**src/hw/qspi_config.svh**
```systemverilog
`ifndef QSPI_CONFIG_SVH
`define QSPI_CONFIG_SVH

// Data FIFO entries, also the credit count after reset
`define QSPI_FIFO_DEPTH 16

// Bytes in the flash address phase
`define QSPI_ADDR_BYTES 3

// Register offsets
`define QSPI_REG_CCR 8'h00
`define QSPI_REG_ADR 8'h04
`define QSPI_REG_DR  8'h08
`define QSPI_REG_STA 8'h28

`endif

```
**src/hw/qspi_pkg.sv**
```systemverilog
`default_nettype none

package qspi_pkg;

    typedef enum logic [1:0] {
        MODE_NONE = 2'b00,
        MODE_X1   = 2'b01,
        MODE_X2   = 2'b10,
        MODE_X4   = 2'b11
    } data_mode_e;

    // Command control word as written by the host
    typedef struct packed {
        logic        clear_status;
        logic [5:0]  prescaler;
        logic [5:0]  reserved;
        logic [3:0]  data_length;
        logic [4:0]  dummy_cycles;
        data_mode_e  data_mode;
        logic [7:0]  instruction;
    } ccr_t;

    typedef struct packed {
        logic        valid;
        logic        write;
        logic [7:0]  addr;
        logic [31:0] wdata;
    } reg_req_t;

    typedef struct packed {
        logic        start;
        ccr_t        ccr;
        logic        has_addr;
        logic [23:0] addr;
    } cmd_t;

    typedef struct packed {
        logic busy;
        logic done;
    } status_t;

    typedef struct packed {
        logic rise;
        logic fall;
    } sclk_tick_t;

    // dq_oen bit set means the lane is an input
    typedef struct packed {
        logic       sclk;
        logic       cs_n;
        logic [3:0] dq;
        logic [3:0] dq_oen;
    } qspi_pins_t;

endpackage

`default_nettype wire

```
**src/hw/qspi_regs.sv**
```systemverilog
`timescale 1ns/1ns
`default_nettype none

`include "qspi_config.svh"

module qspi_regs import qspi_pkg::*; (
    input  logic        clk_i,
    input  logic        rst_ni,
    input  reg_req_t    reg_req_i,
    output logic [31:0] reg_rdata_o,
    input  status_t     status_i,
    output cmd_t        cmd_o,
    output logic        push_o,
    output logic [7:0]  push_byte_o,
    input  logic        credit_i
);

    ccr_t        ccr_q;
    ccr_t        wr_ccr;
    logic [23:0] adr_q;
    logic        has_addr_q;
    logic        start_q;
    logic        push_q;
    logic [7:0]  push_byte_q;
    logic        overflow_q;
    logic [4:0]  credits_q;
    logic [31:0] rdata_q;
    logic        wr_en;
    logic        rd_en;
    logic        ccr_wr;
    logic        dr_wr;
    logic        take;

    assign wr_en  = reg_req_i.valid && reg_req_i.write;
    assign rd_en  = reg_req_i.valid && !reg_req_i.write;
    assign ccr_wr = wr_en && (reg_req_i.addr == `QSPI_REG_CCR);
    assign dr_wr  = wr_en && (reg_req_i.addr == `QSPI_REG_DR);
    assign wr_ccr = reg_req_i.wdata;
    // A push is only allowed while the FIFO has room
    assign take   = dr_wr && (credits_q != 5'd0);

    always_ff @(posedge clk_i) begin
        if (!rst_ni) begin
            ccr_q      <= '0;
            adr_q      <= '0;
            has_addr_q <= 1'b0;
            start_q    <= 1'b0;
            push_q     <= 1'b0;
            overflow_q <= 1'b0;
            credits_q  <= 5'(`QSPI_FIFO_DEPTH);
        end else begin
            start_q            <= 1'b0;
            push_q             <= take;
            ccr_q.clear_status <= 1'b0;
            credits_q          <= credits_q + {4'b0, credit_i} - {4'b0, take};
            if (ccr_wr) begin
                if (wr_ccr.clear_status) begin
                    ccr_q.clear_status <= 1'b1;
                    overflow_q         <= 1'b0;
                end else if (!status_i.busy && !start_q) begin
                    ccr_q      <= wr_ccr;
                    has_addr_q <= |adr_q;
                    start_q    <= 1'b1;
                end
            end
            if (wr_en && (reg_req_i.addr == `QSPI_REG_ADR)) begin
                adr_q <= reg_req_i.wdata[23:0];
            end
            if (dr_wr && (credits_q == 5'd0)) begin
                overflow_q <= 1'b1;
            end
        end
    end

    always_ff @(posedge clk_i) begin
        if (take) begin
            push_byte_q <= reg_req_i.wdata[7:0];
        end
        if (rd_en) begin
            case (reg_req_i.addr)
                `QSPI_REG_ADR: rdata_q <= {8'h00, adr_q};
                `QSPI_REG_STA: rdata_q <= {19'h0, credits_q, 5'h0, overflow_q,
                                           status_i.busy, status_i.done};
                default:       rdata_q <= '0;
            endcase
        end
    end

    always_comb begin
        cmd_o.start    = start_q;
        cmd_o.ccr      = ccr_q;
        cmd_o.has_addr = has_addr_q;
        cmd_o.addr     = adr_q;
    end

    assign push_o      = push_q;
    assign push_byte_o = push_byte_q;
    assign reg_rdata_o = rdata_q;

endmodule

`default_nettype wire

```
**src/hw/qspi_byte_fifo.sv**
```systemverilog
`timescale 1ns/1ns
`default_nettype none

`include "qspi_config.svh"

module qspi_byte_fifo (
    input  logic       clk_i,
    input  logic       rst_ni,
    input  logic       push_i,
    input  logic [7:0] push_byte_i,
    input  logic       pop_i,
    output logic [7:0] head_byte_o,
    output logic       head_valid_o,
    output logic       credit_o
);

    localparam int AW = $clog2(`QSPI_FIFO_DEPTH);

    logic [7:0]  mem_q [`QSPI_FIFO_DEPTH];
    logic [AW-1:0] wr_ptr_q;
    logic [AW-1:0] rd_ptr_q;
    logic [AW:0]   count_q;
    logic          credit_q;

    // No full check, the producer never pushes without a credit
    always_ff @(posedge clk_i) begin
        if (push_i) begin
            mem_q[wr_ptr_q] <= push_byte_i;
        end
    end

    always_ff @(posedge clk_i) begin
        if (!rst_ni) begin
            wr_ptr_q <= '0;
            rd_ptr_q <= '0;
            count_q  <= '0;
            credit_q <= 1'b0;
        end else begin
            wr_ptr_q <= wr_ptr_q + AW'(push_i);
            rd_ptr_q <= rd_ptr_q + AW'(pop_i);
            count_q  <= count_q + {{AW{1'b0}}, push_i} - {{AW{1'b0}}, pop_i};
            // One credit back per byte leaving
            credit_q <= pop_i;
        end
    end

    assign head_byte_o  = mem_q[rd_ptr_q];
    assign head_valid_o = (count_q != '0);
    assign credit_o     = credit_q;

endmodule

`default_nettype wire

```
**src/hw/qspi_sclk_gen.sv**
```systemverilog
`timescale 1ns/1ns
`default_nettype none

module qspi_sclk_gen import qspi_pkg::*; (
    input  logic       clk_i,
    input  logic       rst_ni,
    input  logic       run_i,
    input  logic [5:0] prescaler_i,
    output logic       sclk_o,
    output sclk_tick_t tick_o
);

    logic [5:0] cnt_q;
    logic       sclk_q;
    sclk_tick_t tick_q;

    always_ff @(posedge clk_i) begin
        if (!rst_ni || !run_i) begin
            cnt_q  <= '0;
            sclk_q <= 1'b0;
            tick_q <= '0;
        end else begin
            tick_q <= '0;
            if (cnt_q == prescaler_i) begin
                cnt_q       <= '0;
                sclk_q      <= ~sclk_q;
                // Tick marks the cycle the new level appears
                tick_q.rise <= ~sclk_q;
                tick_q.fall <= sclk_q;
            end else begin
                cnt_q <= cnt_q + 6'd1;
            end
        end
    end

    assign sclk_o = sclk_q;
    assign tick_o = tick_q;

endmodule

`default_nettype wire

```
**src/hw/qspi_sequencer.sv**
```systemverilog
`timescale 1ns/1ns
`default_nettype none

`include "qspi_config.svh"

module qspi_sequencer import qspi_pkg::*; (
    input  logic       clk_i,
    input  logic       rst_ni,
    input  cmd_t       cmd_i,
    input  logic [7:0] head_byte_i,
    input  logic       head_valid_i,
    output logic       pop_o,
    output logic       run_o,
    output logic [5:0] prescaler_o,
    input  logic       sclk_i,
    input  sclk_tick_t tick_i,
    output qspi_pins_t pins_o,
    output status_t    status_o
);

    typedef enum logic [2:0] {
        ST_IDLE, ST_INSTR, ST_ADDR, ST_DUMMY, ST_DATA, ST_STALL, ST_FINISH
    } state_e;

    state_e      state_q;
    state_e      next_phase;
    state_e      after_addr;
    state_e      after_dummy;
    data_mode_e  mode_q;
    data_mode_e  lane_mode;
    logic [5:0]  prescaler_q;
    logic [3:0]  len_q;
    logic [4:0]  dummy_q;
    logic        has_addr_q;
    logic        run_q;
    logic        done_q;
    logic [31:0] sr_q;
    logic [31:0] sr_shift;
    logic [2:0]  bit_cnt_q;
    logic [2:0]  grp_last;
    logic [3:0]  byte_cnt_q;
    logic [4:0]  dummy_cnt_q;
    logic        byte_done;
    logic        phase_end;
    logic        fetch;
    logic        halt;
    logic [3:0]  dq;
    logic [3:0]  dq_oen;

    // Instruction and address always go out on a single lane
    always_comb begin
        lane_mode = (state_q == ST_DATA || state_q == ST_STALL) ? mode_q : MODE_X1;
        case (lane_mode)
            MODE_X2: begin
                sr_shift = {sr_q[29:0], 2'b00};
                dq       = {2'b00, sr_q[31:30]};
                dq_oen   = 4'hC;
                grp_last = 3'd3;
            end
            MODE_X4: begin
                sr_shift = {sr_q[27:0], 4'h0};
                dq       = sr_q[31:28];
                dq_oen   = 4'h0;
                grp_last = 3'd1;
            end
            default: begin
                sr_shift = {sr_q[30:0], 1'b0};
                dq       = {3'b000, sr_q[31]};
                dq_oen   = 4'hE;
                grp_last = 3'd7;
            end
        endcase
        if (state_q inside {ST_IDLE, ST_DUMMY, ST_FINISH}) begin
            dq_oen = 4'hF;
        end
    end

    always_comb begin
        after_dummy = (mode_q != MODE_NONE) ? ST_DATA : ST_FINISH;
        after_addr  = (dummy_q != 5'd0) ? ST_DUMMY : after_dummy;
        byte_done   = (bit_cnt_q == grp_last);
        phase_end   = 1'b0;
        next_phase  = ST_FINISH;
        case (state_q)
            ST_INSTR: begin
                phase_end  = byte_done;
                next_phase = has_addr_q ? ST_ADDR : after_addr;
            end
            ST_ADDR: begin
                phase_end  = byte_done && (byte_cnt_q == 4'(`QSPI_ADDR_BYTES - 1));
                next_phase = after_addr;
            end
            ST_DUMMY: begin
                phase_end  = (dummy_cnt_q == dummy_q - 5'd1);
                next_phase = after_dummy;
            end
            ST_DATA: begin
                phase_end  = byte_done && (byte_cnt_q == len_q);
                next_phase = ST_FINISH;
            end
            default: ;
        endcase
        // Next data byte is needed at this fall
        fetch = tick_i.fall && (phase_end ? (next_phase == ST_DATA)
                                          : (state_q == ST_DATA && byte_done));
        // Stop sclk while it is low, before the next rise
        halt  = (fetch && !head_valid_i) ||
                (tick_i.fall && phase_end && next_phase == ST_FINISH);
    end

    always_ff @(posedge clk_i) begin
        if (!rst_ni) begin
            state_q     <= ST_IDLE;
            run_q       <= 1'b0;
            done_q      <= 1'b0;
            bit_cnt_q   <= '0;
            byte_cnt_q  <= '0;
            dummy_cnt_q <= '0;
        end else begin
            if (cmd_i.ccr.clear_status) begin
                done_q <= 1'b0;
            end
            case (state_q)
                ST_IDLE: begin
                    if (cmd_i.start) begin
                        mode_q      <= cmd_i.ccr.data_mode;
                        prescaler_q <= cmd_i.ccr.prescaler;
                        len_q       <= cmd_i.ccr.data_length;
                        dummy_q     <= cmd_i.ccr.dummy_cycles;
                        has_addr_q  <= cmd_i.has_addr;
                        sr_q        <= {cmd_i.ccr.instruction, cmd_i.addr};
                        bit_cnt_q   <= '0;
                        byte_cnt_q  <= '0;
                        dummy_cnt_q <= '0;
                        run_q       <= 1'b1;
                        state_q     <= ST_INSTR;
                    end
                end
                ST_STALL: begin
                    if (head_valid_i) begin
                        sr_q    <= {head_byte_i, 24'h0};
                        run_q   <= 1'b1;
                        state_q <= ST_DATA;
                    end
                end
                ST_FINISH: state_q <= ST_IDLE;
                default: begin
                    if (tick_i.fall) begin
                        if (state_q == ST_DUMMY) begin
                            dummy_cnt_q <= dummy_cnt_q + 5'd1;
                        end else begin
                            sr_q      <= sr_shift;
                            bit_cnt_q <= byte_done ? 3'd0 : bit_cnt_q + 3'd1;
                            if (byte_done) begin
                                byte_cnt_q <= byte_cnt_q + 4'd1;
                            end
                        end
                        if (phase_end) begin
                            state_q    <= next_phase;
                            byte_cnt_q <= '0;
                        end
                        if (fetch && head_valid_i) begin
                            sr_q <= {head_byte_i, 24'h0};
                        end else if (fetch) begin
                            state_q <= ST_STALL;
                            run_q   <= 1'b0;
                        end
                        if (phase_end && next_phase == ST_FINISH) begin
                            run_q  <= 1'b0;
                            done_q <= 1'b1;
                        end
                    end
                end
            endcase
        end
    end

    assign pop_o       = head_valid_i && (fetch || state_q == ST_STALL);
    assign run_o       = run_q && !halt;
    assign prescaler_o = prescaler_q;

    always_comb begin
        pins_o.sclk     = sclk_i;
        pins_o.cs_n     = (state_q == ST_IDLE || state_q == ST_FINISH);
        pins_o.dq       = dq;
        pins_o.dq_oen   = dq_oen;
        status_o.busy   = !(state_q == ST_IDLE || state_q == ST_FINISH);
        status_o.done   = done_q;
    end

endmodule

`default_nettype wire

```
**src/hw/qspi_master.sv**
```systemverilog
`timescale 1ns/1ns
`default_nettype none

module qspi_master import qspi_pkg::*; (
    input  logic        clk_i,
    input  logic        rst_ni,
    input  reg_req_t    reg_req_i,
    output logic [31:0] reg_rdata_o,
    output qspi_pins_t  qspi_o
);

    cmd_t       cmd;
    status_t    status;
    logic       push;
    logic [7:0] push_byte;
    logic       credit;
    logic [7:0] head_byte;
    logic       head_valid;
    logic       pop;
    logic       run;
    logic [5:0] prescaler;
    logic       sclk;
    sclk_tick_t tick;

    qspi_regs u_regs (
        .clk_i       (clk_i),
        .rst_ni      (rst_ni),
        .reg_req_i   (reg_req_i),
        .reg_rdata_o (reg_rdata_o),
        .status_i    (status),
        .cmd_o       (cmd),
        .push_o      (push),
        .push_byte_o (push_byte),
        .credit_i    (credit)
    );

    qspi_byte_fifo u_fifo (
        .clk_i        (clk_i),
        .rst_ni       (rst_ni),
        .push_i       (push),
        .push_byte_i  (push_byte),
        .pop_i        (pop),
        .head_byte_o  (head_byte),
        .head_valid_o (head_valid),
        .credit_o     (credit)
    );

    qspi_sclk_gen u_sclk (
        .clk_i       (clk_i),
        .rst_ni      (rst_ni),
        .run_i       (run),
        .prescaler_i (prescaler),
        .sclk_o      (sclk),
        .tick_o      (tick)
    );

    qspi_sequencer u_seq (
        .clk_i        (clk_i),
        .rst_ni       (rst_ni),
        .cmd_i        (cmd),
        .head_byte_i  (head_byte),
        .head_valid_i (head_valid),
        .pop_o        (pop),
        .run_o        (run),
        .prescaler_o  (prescaler),
        .sclk_i       (sclk),
        .tick_i       (tick),
        .pins_o       (qspi_o),
        .status_o     (status)
    );

endmodule

`default_nettype wire

```
**config.mk**
```make
export PLATFORM = sky130hd
export DESIGN_NAME = qspi_master
export DESIGN_NICKNAME = d
export VERILOG_FILES = /design/src/hw/qspi_pkg.sv /design/src/hw/qspi_regs.sv /design/src/hw/qspi_byte_fifo.sv /design/src/hw/qspi_sclk_gen.sv /design/src/hw/qspi_sequencer.sv /design/src/hw/qspi_master.sv
export VERILOG_INCLUDE_DIRS = /design/src /design/src/hw
export SDC_FILE = /design/constraint.sdc
export NUM_CORES = 1
export LEC_CHECK = 0
export ABC_AREA = 1
export BUFFER_PORTS_ARGS = -buffer_cell sky130_fd_sc_hd__buf_2
export CAP_MARGIN = 20
export CORE_MARGIN = 3
export CORE_UTILIZATION = 55
export CTS_CLUSTER_SIZE = 25
export DETAILED_ROUTE_END_ITERATION = 12
export PLACE_DENSITY = 0.76
export SLEW_MARGIN = 20
export SYNTH_ARGS = -nofsm -noshare
export SYNTH_HDL_FRONTEND = slang
export SYNTH_HIERARCHICAL = 1
export SYNTH_SLANG_ARGS = --single-unit
export TNS_END_PERCENT = 20
```
**constraint.sdc**
```tcl
create_clock -name clk_i -period 4.23 [get_ports clk_i]
set_clock_uncertainty 0.1 [all_clocks]
set_input_delay 0.423 -clock clk_i [delete_from_list [all_inputs] [get_ports clk_i]]
set_output_delay 0.423 -clock clk_i [all_outputs]
set_load 0.01 [all_outputs]
```
==> results.toml <==
[outcome]
status = "completed"

[routing]
drcViolationCount = 0
vias = 11500
vias_per_cell = 5.36
drt-initial-drc-count = 1286
dr.pass1.iters = 6
routed_wl_um = 34500
postRouteAntennaNets = 0
wl_per_cell_um = 16.1

[floorplan]
dieHeight_um = 171
coreArea_um2 = 26400
pin_count = 86
start_util_pct = 56.6
dieArea_um2 = 29100
num_rows = 59
die_w_um = 171

[placement]
port_buffers = 76
hpwlAfterDp_um = 22600
gp_routability_congestion = 0.868
place_area_um2 = 15300

[setup_path]
worstSetupPathType = "flip-flop to flip-flop"
startpoint_type = "flip-flop"
cp_top_family = "simple AND/OR/NAND/NOR gates"
cp_slowest_cell = "edfxtp_1"
cp_cell_sequence = "inv_1 -> ha_1 -> nand2_1 -> nor2_1 -> inv_1 -> nand3_1 -> inv_1 -> nor3_1 -> inv_1 -> nand2_2 -> nand3_1 -> a21oi_2 -> ha_1 -> inv_1 -> ha_1 -> inv_1 -> fa_1 -> inv_1 -> nand2_1 -> nand2_1 -> a21oi_1 -> nand2_1 -> nand2_1 -> nor2_1"
cpMostUsedCell = "inv_1"
crit_path_end_kind = "flip-flop"
crit_fanout = 4
worstPathRequired_ns = 4.63
path_buf_inv = 7
slowest_delay_ns = 0.42
arrival_ns = 4.19

[final_layout]
drive_above_1_share_pct = 10.8
final_nets = 1850
fin_area_um2 = 16500
syn2layout_area_growth_pct = 10.7

[clock_tree]
clock-sinks = 308
clock_path_buffers = 3
numCtsBuffers = 31
cts_setup_buffers = 0
clkLatencyLatePin_ns = 0.56
cts.clk_slew.worst_paths_ns = 0.06
cts_tree = "done"
cts_root_buffer = "clkbuf_16"
htree_levels = 1

[power]
leakage_nw = 7.07
p_per_area_nw_per_um2 = 384
ir_drop_uv = 300
total_power_w = 0.00634

[global_routing]
grt_pass1_vias = 10800
grt_pass1_wl_um = 55000
grt_start_max_net_pins = 66
antenna_found_initial = 0
overflow = 0
grtUsageTotal_pct = 23.5

[yosys]
synth_cells = 1723
ys_warn_count = 6
synth_area_um2 = 14900
avgSynthCellArea_um2 = 8.65

[sta]
hold_viol = 0
period_share_pct = 89.6
rsz0062_at_grt = "false"
finalSetupTns_ns = 0
slew_headroom_pct = 37.5
finalSetupViolCount = 0
finalMaxSlewViolations = 0
tightest_slew_ns = 0.937
timing.fmax_mhz = 264
period_needed_ns = 3.79

[worst_hold_path]
hold_path.class = "input pin to flip-flop"

[flow_run]
cap_violations = 0
[final cells by class]
| type | count | area [µm²] |
|---|---|---|
| timing repair buffer | 105 | 633 |
| inverter | 286 | 1070 |
| clock buffer | 41 | 865 |
| antenna | 1 | 2.50 |
| sequential | 308 | 8270 |
| multi-input combinational | 1051 | 5080 |
| clock inverter | 17 | 168 |
| tap | 335 | 419 |
| fill | 2091 | 9850 |
[per-layer routing]
metal / GRT usage [%] / wire length [µm] / up-vias
met5: 0 / 0 / -
met3: 3.49 / 3080 / 52
met4: 6.07 / 634 / 0
li1: - / - / 5626
met1: 34.6 / 15200 / 5322
met2: 36.9 / 15500 / 489
[repair_timing]
item                       in CTS  in global routing
setup endpoints to repair       0                  1
hold buffers                   14                  0
resized for setup               0                  1
hold endpoints to repair       14                  0
[placed cells by master, fill, tap and decap left out, types with 4 or more instances in the layout]
| cell | instances |
|---|---|
| nand2_1 | 427 |
| inv_1 | 274 |
| edfxtp_1 | 210 |
| nor2_1 | 179 |
| nand3_1 | 153 |
| dfxtp_1 | 97 |
| buf_2 | 76 |
| a21oi_1 | 66 |
| clkbuf_16 | 32 |
| o21ai_0 | 31 |
| nand3b_1 | 25 |
| ha_1 | 21 |
| o21ai_1 | 19 |
| nor2_2 | 16 |
| buf_4 | 15 |
| dlygate4sd3_1 | 14 |
| inv_2 | 10 |
| xor2_1 | 10 |
| nor3_1 | 10 |
| a221oi_1 | 9 |
| conb_1 | 8 |
| nand2_2 | 8 |
| o221ai_1 | 8 |
| clkinv_2 | 7 |
| xnor2_1 | 7 |
| nand4_1 | 7 |
| clkbuf_1 | 6 |
| a22oi_1 | 6 |
| clkinv_1 | 5 |
| nor3_2 | 5 |
| nor2_4 | 4 |
[registers in the layout, indices dropped and copies added, names as in the netlist, 6 cells and up]
register / count
u_fifo/mem_q: 128
u_sclk/cnt_q: 6
u_regs/push_byte_o: 8
u_regs/cmd_o: 26
u_regs/reg_rdata_o: 24
u_seq/sr_q: 32
u_regs/adr_q: 24
u_seq/prescaler_o: 6
[per-stage QoR]
step | setup WS (ns) | utilization, % | hold slack, ns | instances
4_1_cts | 0.330 | 62.6 | 0.00774 | 2143
3_3_place_gp | 0.458 | 58.2 | 0.311 | 2071
5_1_grt | 0.0733 | 62.6 | 0.0216 | 2143
3_5_place_dp | 0.354 | 58.2 | 0.315 | 2071
2_1_floorplan | 0.307 | - | 0.308 | 1730
6_report | 0.440 | 62.6 | 0.0215 | 2144
[path summary, 6_finish.rpt]
check	from	end	slack, ns	cells after the start
worst min register to register	u_regs/cmd_o[35]$_SDFFE_PN0P_	u_seq/dummy_q[0]$_DFFE_PP_	0.33	0
worst max register to register	u_seq/dummy_q[0]$_DFFE_PP_	u_fifo/count_q[4]$_SDFF_PN0_	0.44	24
worst min-delay path	reg_req_i[8]	u_regs/cmd_o[33]$_SDFFE_PN0P_	0.02	3
worst max-delay path	u_seq/dummy_q[0]$_DFFE_PP_	u_fifo/count_q[4]$_SDFF_PN0_	0.44	24
[report_power, final]
| group | internal [W] | total (W) | switching [W] |
|---|---|---|---|
| registers | 0.00323 | 0.00326 | 0.0000293 |
| logic | 0.000113 | 0.000343 | 0.000229 |
| clock network | 0.00162 | 0.00273 | 0.00112 |
[tightest hold or removal path: stages]
cell    delay [ns]
buf_2         0.10
nor2_1        0.04
nor2_1        0.08
Power figures use the tool's default switching activity.
